`src/hw/rv_cfg.svh`:
```
// rv execute subsystem configuration: data, pc and register file sizes
`ifndef RV_CFG_SVH
`define RV_CFG_SVH

// data and pc width
`define XLEN 32

// rv32e register file
`define REG_AW 4
`define NUM_REGS 16

`endif

```
`src/hw/rv_pkg.sv`:
```
// rv execute subsystem package: alu operation and control-flow kind encodings
package rv_pkg;

    // alu operation selected by decode
    typedef enum logic [3:0] {
        ALU_ADD    = 4'd0,
        ALU_SUB    = 4'd1,
        ALU_SLL    = 4'd2,
        ALU_SLT    = 4'd3,
        ALU_SLTU   = 4'd4,
        ALU_XOR    = 4'd5,
        ALU_SRL    = 4'd6,
        ALU_SRA    = 4'd7,
        ALU_OR     = 4'd8,
        ALU_AND    = 4'd9,
        // lui passes the immediate through
        ALU_PASS_B = 4'd10
    } alu_op_e;

    // control-flow kind, none for plain alu instructions
    typedef enum logic [3:0] {
        JMP_NONE = 4'd0,
        JMP_JAL  = 4'd1,
        JMP_JALR = 4'd2,
        JMP_BEQ  = 4'd3,
        JMP_BNE  = 4'd4,
        JMP_BLT  = 4'd5,
        JMP_BGE  = 4'd6,
        JMP_BLTU = 4'd7,
        JMP_BGEU = 4'd8
    } jump_e;

endpackage

```
`src/hw/decode_unit.sv`:
```
// decode unit: rv32e register file with retire forwarding and instruction decode
`timescale 1ns/1ps
`include "rv_cfg.svh"

module decode_unit import rv_pkg::*; (
    input  logic                clk,
    input  logic                reset,
    input  logic                in_valid_i,
    input  logic [`XLEN-1:0]    pc_i,
    input  logic [31:0]         instr_i,
    input  logic                wb_en_i,
    input  logic [`REG_AW-1:0]  wb_addr_i,
    input  logic [`XLEN-1:0]    wb_data_i,
    input  logic                in_ready_i,
    output logic                in_ready_o,
    output logic                out_valid_o,
    output logic [`XLEN-1:0]    pc_o,
    output logic [`XLEN-1:0]    imm_o,
    output logic [`XLEN-1:0]    rs1_data_o,
    output logic [`XLEN-1:0]    rs2_data_o,
    output alu_op_e             alu_op_o,
    output jump_e               jump_o,
    output logic                src_a_pc_o,
    output logic                src_b_imm_o,
    output logic                gpr_write_o,
    output logic [`REG_AW-1:0]  rd_o
);

    // major opcodes handled here
    typedef enum logic [6:0] {
        OPC_OP     = 7'b0110011,
        OPC_OP_IMM = 7'b0010011,
        OPC_LUI    = 7'b0110111,
        OPC_AUIPC  = 7'b0010111,
        OPC_JAL    = 7'b1101111,
        OPC_JALR   = 7'b1100111,
        OPC_BRANCH = 7'b1100011,
        OPC_STORE  = 7'b0100011
    } opcode_e;

    logic [`XLEN-1:0]   regs [`NUM_REGS];
    opcode_e            opcode;
    logic [2:0]         funct3;
    logic [`REG_AW-1:0] rs1_addr;
    logic [`REG_AW-1:0] rs2_addr;
    logic [`XLEN-1:0]   imm_i;
    logic [`XLEN-1:0]   imm_s;
    logic [`XLEN-1:0]   imm_b;
    logic [`XLEN-1:0]   imm_u;
    logic [`XLEN-1:0]   imm_j;
    alu_op_e            f3_alu_op;

    // handshake passes straight through
    assign in_ready_o  = in_ready_i;
    assign out_valid_o = in_valid_i;
    assign pc_o        = pc_i;

    assign opcode   = opcode_e'(instr_i[6:0]);
    assign funct3   = instr_i[14:12];
    assign rs1_addr = instr_i[15 +: `REG_AW];
    assign rs2_addr = instr_i[20 +: `REG_AW];
    assign rd_o     = instr_i[7 +: `REG_AW];

    assign imm_i = {{20{instr_i[31]}}, instr_i[31:20]};
    assign imm_s = {{20{instr_i[31]}}, instr_i[31:25], instr_i[11:7]};
    assign imm_b = {{19{instr_i[31]}}, instr_i[31], instr_i[7], instr_i[30:25],
                    instr_i[11:8], 1'b0};
    assign imm_u = {instr_i[31:12], 12'd0};
    assign imm_j = {{11{instr_i[31]}}, instr_i[31], instr_i[19:12], instr_i[20],
                    instr_i[30:21], 1'b0};

    // written at the retire handshake
    always_ff @(posedge clk) begin
        if (reset) begin
            for (int i = 0; i < `NUM_REGS; i++) begin
                regs[i] <= '0;
            end
        end else if (wb_en_i) begin
            regs[wb_addr_i] <= wb_data_i;
        end
    end

    // x0 reads zero, retiring result bypasses the array
    assign rs1_data_o = (rs1_addr == '0) ? '0 :
                        (wb_en_i && wb_addr_i == rs1_addr) ? wb_data_i : regs[rs1_addr];
    assign rs2_data_o = (rs2_addr == '0) ? '0 :
                        (wb_en_i && wb_addr_i == rs2_addr) ? wb_data_i : regs[rs2_addr];

    // shared funct3 map for op and op-imm
    always_comb begin
        case (funct3)
            3'b000:  f3_alu_op = (opcode == OPC_OP && instr_i[30]) ? ALU_SUB : ALU_ADD;
            3'b001:  f3_alu_op = ALU_SLL;
            3'b010:  f3_alu_op = ALU_SLT;
            3'b011:  f3_alu_op = ALU_SLTU;
            3'b100:  f3_alu_op = ALU_XOR;
            3'b101:  f3_alu_op = instr_i[30] ? ALU_SRA : ALU_SRL;
            3'b110:  f3_alu_op = ALU_OR;
            default: f3_alu_op = ALU_AND;
        endcase
    end

    always_comb begin
        alu_op_o    = ALU_ADD;
        jump_o      = JMP_NONE;
        src_a_pc_o  = 1'b0;
        src_b_imm_o = 1'b0;
        gpr_write_o = 1'b0;
        imm_o       = imm_i;
        case (opcode)
            OPC_OP: begin
                alu_op_o    = f3_alu_op;
                gpr_write_o = 1'b1;
            end
            OPC_OP_IMM: begin
                alu_op_o    = f3_alu_op;
                src_b_imm_o = 1'b1;
                gpr_write_o = 1'b1;
            end
            OPC_LUI: begin
                alu_op_o    = ALU_PASS_B;
                src_b_imm_o = 1'b1;
                gpr_write_o = 1'b1;
                imm_o       = imm_u;
            end
            OPC_AUIPC: begin
                src_a_pc_o  = 1'b1;
                src_b_imm_o = 1'b1;
                gpr_write_o = 1'b1;
                imm_o       = imm_u;
            end
            OPC_JAL: begin
                jump_o      = JMP_JAL;
                gpr_write_o = 1'b1;
                imm_o       = imm_j;
            end
            OPC_JALR: begin
                jump_o      = JMP_JALR;
                gpr_write_o = 1'b1;
            end
            OPC_BRANCH: begin
                imm_o = imm_b;
                case (funct3)
                    3'b000:  jump_o = JMP_BEQ;
                    3'b001:  jump_o = JMP_BNE;
                    3'b100:  jump_o = JMP_BLT;
                    3'b101:  jump_o = JMP_BGE;
                    3'b110:  jump_o = JMP_BLTU;
                    3'b111:  jump_o = JMP_BGEU;
                    default: jump_o = JMP_NONE;
                endcase
            end
            // store is not executed, only its immediate format is decoded
            OPC_STORE: imm_o = imm_s;
            default: ;
        endcase
    end

    // execute never writes back to x0
    a_wb_not_x0: assert property (@(posedge clk) disable iff (reset)
        wb_en_i |-> wb_addr_i != '0)
        else $error("writeback to x0");

endmodule

```
`src/hw/id_exe_reg.sv`:
```
// id/exe pipeline register holding one decoded instruction with valid/ready and flush
`timescale 1ns/1ps
`include "rv_cfg.svh"

module id_exe_reg import rv_pkg::*; (
    input  logic                clk,
    input  logic                reset,
    input  logic                flush_i,
    input  logic                in_valid_i,
    input  logic [`XLEN-1:0]    pc_i,
    input  logic [`XLEN-1:0]    imm_i,
    input  logic [`XLEN-1:0]    rs1_data_i,
    input  logic [`XLEN-1:0]    rs2_data_i,
    input  alu_op_e             alu_op_i,
    input  jump_e               jump_i,
    input  logic                src_a_pc_i,
    input  logic                src_b_imm_i,
    input  logic                gpr_write_i,
    input  logic [`REG_AW-1:0]  rd_i,
    input  logic                out_ready_i,
    output logic                in_ready_o,
    output logic                out_valid_o,
    output logic [`XLEN-1:0]    pc_o,
    output logic [`XLEN-1:0]    imm_o,
    output logic [`XLEN-1:0]    rs1_data_o,
    output logic [`XLEN-1:0]    rs2_data_o,
    output alu_op_e             alu_op_o,
    output jump_e               jump_o,
    output logic                src_a_pc_o,
    output logic                src_b_imm_o,
    output logic                gpr_write_o,
    output logic [`REG_AW-1:0]  rd_o
);

    // accept when empty or the held entry leaves this cycle
    assign in_ready_o = !out_valid_o || out_ready_i;

    always_ff @(posedge clk) begin
        if (reset) begin
            out_valid_o <= 1'b0;
            pc_o        <= '0;
            imm_o       <= '0;
            rs1_data_o  <= '0;
            rs2_data_o  <= '0;
            alu_op_o    <= ALU_ADD;
            jump_o      <= JMP_NONE;
            src_a_pc_o  <= 1'b0;
            src_b_imm_o <= 1'b0;
            gpr_write_o <= 1'b0;
            rd_o        <= '0;
        end else if (flush_i) begin
            // wrong-path instruction at the input is dropped too
            out_valid_o <= 1'b0;
        end else if (in_ready_o) begin
            out_valid_o <= in_valid_i;
            if (in_valid_i) begin
                pc_o        <= pc_i;
                imm_o       <= imm_i;
                rs1_data_o  <= rs1_data_i;
                rs2_data_o  <= rs2_data_i;
                alu_op_o    <= alu_op_i;
                jump_o      <= jump_i;
                src_a_pc_o  <= src_a_pc_i;
                src_b_imm_o <= src_b_imm_i;
                gpr_write_o <= gpr_write_i;
                rd_o        <= rd_i;
            end
        end
    end

    // stalled entry must not change under back-pressure
    a_hold_stable: assert property (@(posedge clk) disable iff (reset)
        out_valid_o && !out_ready_i |=> out_valid_o &&
            $stable({pc_o, imm_o, rs1_data_o, rs2_data_o, alu_op_o, jump_o,
                     src_a_pc_o, src_b_imm_o, gpr_write_o, rd_o}))
        else $error("id/exe payload changed while stalled");

    // flush only comes from a held entry retiring
    a_flush_clears: assert property (@(posedge clk) disable iff (reset)
        flush_i |-> out_valid_o ##1 !out_valid_o)
        else $error("id/exe flush without a held entry or valid after flush");

endmodule

```
`src/hw/exe_unit.sv`:
```
// execute unit with alu, branch and jump resolution, redirect and retirement writeback
`timescale 1ns/1ps
`include "rv_cfg.svh"

module exe_unit import rv_pkg::*; (
    input  logic                in_valid_i,
    input  logic [`XLEN-1:0]    pc_i,
    input  logic [`XLEN-1:0]    imm_i,
    input  logic [`XLEN-1:0]    rs1_data_i,
    input  logic [`XLEN-1:0]    rs2_data_i,
    input  alu_op_e             alu_op_i,
    input  jump_e               jump_i,
    input  logic                src_a_pc_i,
    input  logic                src_b_imm_i,
    input  logic                gpr_write_i,
    input  logic [`REG_AW-1:0]  rd_i,
    input  logic                retire_ready_i,
    output logic                in_ready_o,
    output logic                retire_valid_o,
    output logic [`XLEN-1:0]    retire_pc_o,
    output logic                retire_we_o,
    output logic [`REG_AW-1:0]  retire_rd_o,
    output logic [`XLEN-1:0]    retire_data_o,
    output logic                redirect_o,
    output logic [`XLEN-1:0]    redirect_pc_o,
    output logic                wb_en_o,
    output logic [`REG_AW-1:0]  wb_addr_o,
    output logic [`XLEN-1:0]    wb_data_o
);

    logic [`XLEN-1:0] op_a;
    logic [`XLEN-1:0] op_b;
    logic [4:0]       shamt;
    logic [`XLEN-1:0] alu_res;
    logic             is_jump;
    logic             taken;
    logic             retire_fire;
    logic [`XLEN-1:0] jalr_sum;

    assign op_a  = src_a_pc_i ? pc_i : rs1_data_i;
    assign op_b  = src_b_imm_i ? imm_i : rs2_data_i;
    assign shamt = op_b[4:0];

    always_comb begin
        case (alu_op_i)
            ALU_SUB:    alu_res = op_a - op_b;
            ALU_SLL:    alu_res = op_a << shamt;
            ALU_SLT:    alu_res = {31'd0, $signed(op_a) < $signed(op_b)};
            ALU_SLTU:   alu_res = {31'd0, op_a < op_b};
            ALU_XOR:    alu_res = op_a ^ op_b;
            ALU_SRL:    alu_res = op_a >> shamt;
            ALU_SRA:    alu_res = $signed(op_a) >>> shamt;
            ALU_OR:     alu_res = op_a | op_b;
            ALU_AND:    alu_res = op_a & op_b;
            ALU_PASS_B: alu_res = op_b;
            default:    alu_res = op_a + op_b;
        endcase
    end

    // branch compares always use the register values
    always_comb begin
        case (jump_i)
            JMP_JAL,
            JMP_JALR: taken = 1'b1;
            JMP_BEQ:  taken = rs1_data_i == rs2_data_i;
            JMP_BNE:  taken = rs1_data_i != rs2_data_i;
            JMP_BLT:  taken = $signed(rs1_data_i) < $signed(rs2_data_i);
            JMP_BGE:  taken = $signed(rs1_data_i) >= $signed(rs2_data_i);
            JMP_BLTU: taken = rs1_data_i < rs2_data_i;
            JMP_BGEU: taken = rs1_data_i >= rs2_data_i;
            default:  taken = 1'b0;
        endcase
    end

    assign is_jump  = (jump_i == JMP_JAL) || (jump_i == JMP_JALR);
    assign jalr_sum = rs1_data_i + imm_i;

    assign in_ready_o     = retire_ready_i;
    assign retire_valid_o = in_valid_i;
    assign retire_fire    = in_valid_i && retire_ready_i;

    assign retire_pc_o   = pc_i;
    assign retire_rd_o   = rd_i;
    assign retire_we_o   = gpr_write_i && (rd_i != '0);
    // link value for jumps
    assign retire_data_o = is_jump ? pc_i + `XLEN'd4 : alu_res;

    assign redirect_o    = retire_fire && taken;
    assign redirect_pc_o = (jump_i == JMP_JALR) ? {jalr_sum[`XLEN-1:1], 1'b0} : pc_i + imm_i;

    assign wb_en_o   = retire_fire && retire_we_o;
    assign wb_addr_o = rd_i;
    assign wb_data_o = retire_data_o;

endmodule

```
`src/hw/exe_top.sv`:
```
// execute subsystem top: decode, id/exe register and execute joined by wires
`timescale 1ns/1ps
`include "rv_cfg.svh"

module exe_top import rv_pkg::*; (
    input  logic                clk,
    input  logic                reset,
    input  logic                in_valid_i,
    input  logic [`XLEN-1:0]    pc_i,
    input  logic [31:0]         instr_i,
    input  logic                retire_ready_i,
    output logic                in_ready_o,
    output logic                retire_valid_o,
    output logic [`XLEN-1:0]    retire_pc_o,
    output logic                retire_we_o,
    output logic [`REG_AW-1:0]  retire_rd_o,
    output logic [`XLEN-1:0]    retire_data_o,
    output logic                redirect_o,
    output logic [`XLEN-1:0]    redirect_pc_o
);

    // decode side of the pipeline register
    logic               dec_valid;
    logic               dec_ready;
    logic [`XLEN-1:0]   dec_pc;
    logic [`XLEN-1:0]   dec_imm;
    logic [`XLEN-1:0]   dec_rs1_data;
    logic [`XLEN-1:0]   dec_rs2_data;
    alu_op_e            dec_alu_op;
    jump_e              dec_jump;
    logic               dec_src_a_pc;
    logic               dec_src_b_imm;
    logic               dec_gpr_write;
    logic [`REG_AW-1:0] dec_rd;

    // execute side
    logic               exe_valid;
    logic               exe_ready;
    logic [`XLEN-1:0]   exe_pc;
    logic [`XLEN-1:0]   exe_imm;
    logic [`XLEN-1:0]   exe_rs1_data;
    logic [`XLEN-1:0]   exe_rs2_data;
    alu_op_e            exe_alu_op;
    jump_e              exe_jump;
    logic               exe_src_a_pc;
    logic               exe_src_b_imm;
    logic               exe_gpr_write;
    logic [`REG_AW-1:0] exe_rd;

    logic               wb_en;
    logic [`REG_AW-1:0] wb_addr;
    logic [`XLEN-1:0]   wb_data;

    decode_unit i_decode (
        .clk         (clk),
        .reset       (reset),
        .in_valid_i  (in_valid_i),
        .pc_i        (pc_i),
        .instr_i     (instr_i),
        .wb_en_i     (wb_en),
        .wb_addr_i   (wb_addr),
        .wb_data_i   (wb_data),
        .in_ready_i  (dec_ready),
        .in_ready_o  (in_ready_o),
        .out_valid_o (dec_valid),
        .pc_o        (dec_pc),
        .imm_o       (dec_imm),
        .rs1_data_o  (dec_rs1_data),
        .rs2_data_o  (dec_rs2_data),
        .alu_op_o    (dec_alu_op),
        .jump_o      (dec_jump),
        .src_a_pc_o  (dec_src_a_pc),
        .src_b_imm_o (dec_src_b_imm),
        .gpr_write_o (dec_gpr_write),
        .rd_o        (dec_rd)
    );

    id_exe_reg i_id_exe (
        .clk         (clk),
        .reset       (reset),
        .flush_i     (redirect_o),
        .in_valid_i  (dec_valid),
        .pc_i        (dec_pc),
        .imm_i       (dec_imm),
        .rs1_data_i  (dec_rs1_data),
        .rs2_data_i  (dec_rs2_data),
        .alu_op_i    (dec_alu_op),
        .jump_i      (dec_jump),
        .src_a_pc_i  (dec_src_a_pc),
        .src_b_imm_i (dec_src_b_imm),
        .gpr_write_i (dec_gpr_write),
        .rd_i        (dec_rd),
        .out_ready_i (exe_ready),
        .in_ready_o  (dec_ready),
        .out_valid_o (exe_valid),
        .pc_o        (exe_pc),
        .imm_o       (exe_imm),
        .rs1_data_o  (exe_rs1_data),
        .rs2_data_o  (exe_rs2_data),
        .alu_op_o    (exe_alu_op),
        .jump_o      (exe_jump),
        .src_a_pc_o  (exe_src_a_pc),
        .src_b_imm_o (exe_src_b_imm),
        .gpr_write_o (exe_gpr_write),
        .rd_o        (exe_rd)
    );

    exe_unit i_exe (
        .in_valid_i     (exe_valid),
        .pc_i           (exe_pc),
        .imm_i          (exe_imm),
        .rs1_data_i     (exe_rs1_data),
        .rs2_data_i     (exe_rs2_data),
        .alu_op_i       (exe_alu_op),
        .jump_i         (exe_jump),
        .src_a_pc_i     (exe_src_a_pc),
        .src_b_imm_i    (exe_src_b_imm),
        .gpr_write_i    (exe_gpr_write),
        .rd_i           (exe_rd),
        .retire_ready_i (retire_ready_i),
        .in_ready_o     (exe_ready),
        .retire_valid_o (retire_valid_o),
        .retire_pc_o    (retire_pc_o),
        .retire_we_o    (retire_we_o),
        .retire_rd_o    (retire_rd_o),
        .retire_data_o  (retire_data_o),
        .redirect_o     (redirect_o),
        .redirect_pc_o  (redirect_pc_o),
        .wb_en_o        (wb_en),
        .wb_addr_o      (wb_addr),
        .wb_data_o      (wb_data)
    );

endmodule

```
`config.mk`:
```
export PLATFORM = sky130hd
export DESIGN_NAME = exe_top
export DESIGN_NICKNAME = d
export VERILOG_FILES = /design/src/hw/rv_pkg.sv /design/src/hw/decode_unit.sv /design/src/hw/id_exe_reg.sv /design/src/hw/exe_unit.sv /design/src/hw/exe_top.sv
export VERILOG_INCLUDE_DIRS = /design/src /design/src/hw
export SDC_FILE = /design/constraint.sdc
export NUM_CORES = 2
export LEC_CHECK = 0
export BUFFER_PORTS_ARGS = -buffer_cell sky130_fd_sc_hd__buf_4
export CORE_ASPECT_RATIO = 0.5
export CORE_MARGIN = 1
export CORE_UTILIZATION = 58
export CTS_CLUSTER_DIAMETER = 80
export DETAILED_ROUTE_END_ITERATION = 8
export PLACE_DENSITY_LB_ADDON = 0.08
export SLEW_MARGIN = 10
export SYNTH_ARGS = -nofsm -noshare
export SYNTH_HDL_FRONTEND = slang
export SYNTH_SLANG_ARGS = --single-unit
export TNS_END_PERCENT = 50
```
`constraint.sdc`:
```
create_clock -name clk -period 6.15 [get_ports clk]
set_input_delay 1.845 -clock clk [delete_from_list [all_inputs] [get_ports clk]]
set_output_delay 1.845 -clock clk [all_outputs]
set_load 0.005 [all_outputs]
```
== Word level (Yosys, flattened, before mapping) ==
Memory sizes are Yosys's and may differ from the RTL's.
Cells that the tools add are included.
Storage, ports and cells
  flip-flop bits (word level): 144
  latch bits: 0
  RAM bits: 512
  bits in read-only memories: 0
  input bits: 68
  output and inout port bits: 104
  logic and storage cells: 117
  memories: 1
Operators by class
  add/sub/neg operators: 5
  multiply operators: 0
  divide/modulo/power cells: 0
  $lt $le $gt $ge: 6
  equality and inequality tests: 37
  shift operators: 3
  multiplexer cells: 28
  bitwise gates (word level): 4
  reductions and logical operators: 22
Memories
  i_decode.regs: words 16, bits a word 32, read ports 2, clocked after memory_dff 0, wr ports 16, RTL line decode_unit.sv:41  | logic [`XLEN-1:0] regs [`NUM_REGS];
Operators by type and width (number)
  $pmux 32 s10: 1
  $mux 32: 9
  $lt 32x32->1: 4
  $pmux 31 s4: 1
  $add 32x32->32: 3
  $ge 32x32->1: 2
  $add 32x3->32 const B: 1
  $and 32x32->32: 1
  $eq 32x32->1: 1
  $eq 4x3->1 const B: 8
  $ne 32x32->1: 1
  $or 32x32->32: 1
  $reduce_or 32->1: 1
  $shl 32x5->32: 1
  $shr 32x5->32: 1
  $sshr 32x5->32: 1
  $sub 32x32->32: 1
  $xor 32x32->32: 1
  $pmux 4 s7: 1
  $pmux 4 s6: 1
  $eq 7x6->1 const B: 3
  $eq 7x7->1 const B: 3
  $eq 4x2->1 const B: 4
  $eq 4x4->1 const B: 4
  22 further kinds: 50

== Logic depth before layout (Yosys ltp) ==
  depth after elaboration: 8
  depth in mapped cells: 21

== Modules after synthesis ==
Synthesis repeated with hierarchy kept, for this count alone.
Unflattened totals
  cell total of the unflattened synthesis: 4777
  area total of the unflattened synthesis: 49393.6 µm²
By module, submodules not included
  decode_unit: instances 1, cells an instance 1929, area each 28242.1 µm²
  exe_unit: instances 1, cells an instance 2222, area each 14756.7 µm²
  id_exe_reg: instances 1, cells an instance 626, area each 6394.9 µm²

== Worst setup path before layout ==
OpenSTA, ideal clock, no wires.
  path type: register to output
  from: register i_id_exe.src_b_imm_o
  to: output port retire_data_o[29]
  arrival time: 4447 ps
  required time: 4305 ps
  path slack: -142 ps
  stages on the path, launching flop included: 21
  path buffers: 7
  path through: dfxtp_1 -> buf_4 -> mux2i_1 -> buf_2 -> buf_2 -> buf_4 -> buf_2 -> ha_1 -> buf_2 -> o211ai_1 -> o211ai_1 -> a221o_1 -> o211ai_1 -> a21oi_1 -> o311ai_0 -> and2_1 -> o21bai_1 -> a2111o_1 -> o211ai_2 -> buf_2 -> inv_1
Between the ends
  word-level cells in the longest chain between the ends: 4
Ends and longest elaborated chain
  start, declared: RTL line id_exe_reg.sv:30  | output logic src_b_imm_o,
  start signal, assigned: RTL line id_exe_reg.sv:64  | src_b_imm_o <= src_b_imm_i;
  $mux 32 *: RTL line exe_unit.sv:41  | assign op_b = src_b_imm_i ? imm_i : rs2_data_i;
  $add 32x32->32 (tied with other cells): RTL line exe_unit.sv:56  | default: alu_res = op_a + op_b;
  $pmux 32 s10 *: RTL line exe_unit.sv:45  | case (alu_op_i)
  $mux 32 *: RTL line exe_unit.sv:86  | assign retire_data_o = is_jump ? pc_i + `XLEN'd4 : alu_res;
  end, declared: RTL line exe_top.sv:17  | output logic [`XLEN-1:0] retire_data_o,
Every way passes the cells marked *; elsewhere a longest branch is shown, timed or not.

== Worst setup path in the final report ==
  from: register i_id_exe.src_b_imm_o
  to: output port retire_data_o[7]
Same word-level chain as after synthesis.

==> key figures <==
Run status
  – Outcome: finished, violations left
  – Failing checks: negative setup slack

Clock tree
  – Clk Latency, worst-skew pair: 690 ps
  – Clk sinks: 656
  – Total CTS buffers: 60
  – H-Tree Depth: 2
  – CTS tree: done
  – Clk pin slew, worst setup/hold paths: 70 ps
  – Root buffer cell: clkbuf_16
  – Clock Tree Buf Depth: 3

Synth
  – Cell Area, Synth: 46280 µm²
  – Async SR Flop Fraction: 0%
  – Average size of a mapped cell: 10.26 µm²
  – Post-synth EDFFs: 512
  – Dominant cell type by area after synthesis: edfxtp_1
  – Main flop type after synthesis: edfxtp_1
  – Count leader, synth: nor2_1
  – Syn Inst Count: 4512
  – Mux cell area share after synthesis: 20.12%
  – Post-synthesis adder-cell area fraction: 5.337%
  – Post-synthesis sequential area ratio: 39.45%
  – Synth unique cells: 103
  – Synth top area share: 33.22%
  – Xor/xnor share of the synthesized area: 2.195%
  – Synth top area cells: edfxtp_1, mux4_2, dfxtp_1
  – Syn. warnings: 0
  – Synth top cells by count: nor2_1, edfxtp_1, nand2_1, mux2i_1, mux4_2
  – Post-Synth Simple-Gate Area: 13.45%
  – #FFs+latches synth: 656
  – Main combinational cell family by area after synthesis: multiplexers
  – Compound-Gate Fraction of Synth Area: 14.69%

Drt
  – Initial DRC Count: 6846
  – TritonRoute pass-1 iters: 7
  – Avg WL per Cell: 34.15 µm
  – Total vias in the final route: 43436
  – Via/cell ratio: 7.346
  – WL final: 201.9 mm
  – Residual DRC count: 0
  – Post-route ant nets: 0

Floorplan
  – Boundary Pins: 172
  – Core area: 78100 µm²
  – Die Ht: 201.7 µm
  – Starting Density: 59.25%
  – DIE WIDTH: 401.5 µm
  – Die Area: 80990 µm²
  – Cell Rows: 72

Pwr
  – Comb pwr share: 30.6%
  – P_int: 8.394 mW
  – Clk network pwr share: 29.0%
  – Sw Pwr: 4.407 mW
  – Worst VDD drop: 299.1 µV
  – Leak pwr: 21.04 nW
  – Power Dens Cells: 237.6 nW/µm²
  – Seq pwr share: 40.4%
  – Switching share of power: 34.43%

Critical path
  – Buffers & Inverters on Critical Path: 6
  – CP arrival: 4690 ps
  – R2R Setup Slk: 1030 ps
  – CP Max Fanout: 39
  – Crit path depth: 13
  – Worst reg2reg path depth: 14
  – Max stage delay on crit path: 530 ps
  – WP data required: 4300 ps
  – Delay-heaviest family, CP: buffers and inverters
  – Cell repeated most along the worst path: buf_4
  – Crit path launch type: flip-flop
  – CP max stage cell: buf_4
  – Crit path from: i_id_exe.src_b_imm_o
  – Worst setup EP type: primary output
  – Kind of critical path: flip-flop to primary output
  – CP endpoint: retire_data_o[7]
  – R2r endpoint: i_id_exe.rs2_data_o[7]
  – Worst flop-to-flop path startpoint: i_id_exe.src_b_imm_o
  – CP cell instances: buf_6, mux2i_4, buf_4, mux2i_1, mux2i_1, buf_4, o21ai_0, a21oi_1, o21ai_0, o211ai_1, buf_4, inv_1, buf_4

Timing
  – Worst slew margin: 19.34%
  – Final Max Slew Viols: 0
  – Fmax: 153.1 MHz
  – Final setup viols: 25
  – Tmin final: 6531 ps
  – Total Neg Setup Slack: -3768 ps
  – Final hold violation count: 0
  – Final setup margin: -380.9 ps
  – Max Clock Skew: 56.70 ps
  – Final period utilization: 106.2%
  – Worst Tran Pin Value: 1210 ps
  – RSZ-0062 raised after global routing: true
  – Min Hold Slack: 471.0 ps

Cells and area
  – Fillers: 5624
  – Sequential cell area: 18280 µm²
  – Layout Nets: 5081
  – Layout area overhead: 16.45%
  – Share of cells above drive strength 1: 24.53%
  – Multi-input logic area: 27160 µm²

GRT
  – GR Util All Layers: 48.79%
  – Vias in the first global route: 41739
  – Largest net degree at the start of global routing: 84
  – Initial antenna violation count: 6
  – Global-route wire length before repair: 286.3 mm
  – Gr ovfl total: 0

Placement
  – DPL Wire Length: 140.5 mm
  – Placer Congestion: 1.053
  – PortBufs: 171

Job
  – Max cap viols: 0

Worst hold path
  – Min-Delay Path Class: flip-flop to flip-flop
power groups by stage:
| stage | clock network [mW] | registers, mW | logic, mW |
|---|---|---|---|
| finish | 3.71 | 5.17 | 3.92 |
| global route | 3.83 | 5.18 | 4.04 |
| CTS | 3.67 | 5.15 | 3.67 |
| detailed placement | 0 | 5.23 | 3.55 |
| global placement | 0 | 5.21 | 3.51 |
| floorplan | 0 | 5.16 | 2.06 |
flip-flops by register name, indices dropped and copies added, names as in the netlist:
| name | cells |
|---|---|
| i_decode.regs | 512 |
| i_id_exe.alu_op_o | 4 |
| i_id_exe.gpr_write_o | 1 |
| i_id_exe.imm_o | 32 |
| i_id_exe.jump_o | 4 |
| i_id_exe.out_valid_o | 1 |
| i_id_exe.pc_o | 32 |
| i_id_exe.rd_o | 4 |
| i_id_exe.rs1_data_o | 32 |
| i_id_exe.rs2_data_o | 32 |
| i_id_exe.src_a_pc_o | 1 |
| i_id_exe.src_b_imm_o | 1 |
worst min path at each step:
stage | start | endpoint | slack (ps) | cells after the start
detailed placement | i_id_exe.rs2_data_o[6] | i_id_exe.rs2_data_o[6] | 460 | 1
global route | i_id_exe.rs2_data_o[26] | i_id_exe.rs2_data_o[26] | 500 | 1
CTS | i_id_exe.rs2_data_o[6] | i_id_exe.rs2_data_o[6] | 470 | 1
finish | i_id_exe.rs2_data_o[6] | i_id_exe.rs2_data_o[6] | 470 | 1
floorplan | i_id_exe.rs2_data_o[17] | i_id_exe.rs2_data_o[17] | 440 | 2
global placement | i_id_exe.rs2_data_o[6] | i_id_exe.rs2_data_o[6] | 450 | 1
through the flow:
step / utilization [%] / setup WS, ps / instance area, µm² / power [mW] / cells
after floorplan: - / 6.941 / 46400 / 7.213 / 4543
after global placement: 64.76 / -109.4 / 50580 / 8.725 / 5751
after detailed placement: 64.76 / -128.0 / 50580 / 8.782 / 5751
after CTS: 68.08 / -302.7 / 53180 / 12.49 / 5882
after global routing: 68.96 / -363.8 / 53860 / 13.05 / 5903
final: 68.99 / -380.9 / 53890 / 12.80 / 5913
logic make-up (layout without fill, tap and decap cells):
group / Yosys count / after routing
DFF: 656 / 656
muxes: 585 / 585
other: 1 / 42
adders and majority gates: 195 / 195
xor gates and xnor gates: 116 / 116
and+or+nand+nor: 1427 / 1427
buffers and inverters: 543 / 867
AOI/OAI and AO/OA: 989 / 989
routing by layer:
layer / GRT usage (%) / up-vias / share of wire [%]
li1: - / 17525 / -
met1: 63.11 / 20899 / 34
met2: 71.10 / 4023 / 42
met3: 18.75 / 981 / 17
met4: 25.63 / 8 / 6.8
met5: 0 / - / 0.051
cells in the final DEF, fill, tap and decap left out, types with 136 or more instances in the layout:
master    instances
a21oi_1         220
buf_4           532
dfxtp_1         136
edfxtp_1        512
ha_1            174
inv_1           172
mux2i_1         257
mux4_2          267
nand2_1         302
nor2_1          727
o21ai_0         152
area by class of cell:
type                            instances  area share [%]
Sequential cell                       656           33.91
Antenna cell                           10         0.04644
Tap cell                             1036           2.405
Clock buffer                           86           3.042
Timing Repair Buffer                  568           8.433
Clock inverter                         25          0.4365
Multi-Input combinational cell       3344           50.40
Inverter                              188           1.323
worst reg2reg max path, delay by kind of cell (launching register included):
family / cells / cell delay (ps)
AOI/OAI and AO/OA: 6 / 2270
buffers and inverters: 5 / 1350
DFF: 1 / 460
muxes: 3 / 980
what timing repair did:
action	4_1_cts	5_1_grt
setup buffers	20	24
endpoints found under the setup margin	38	34
gates resized for setup	132	112
pin swaps	31	40
hold buffers	0	0
hold endpoints to repair	0	0
(Power assumes the default switching activity.)
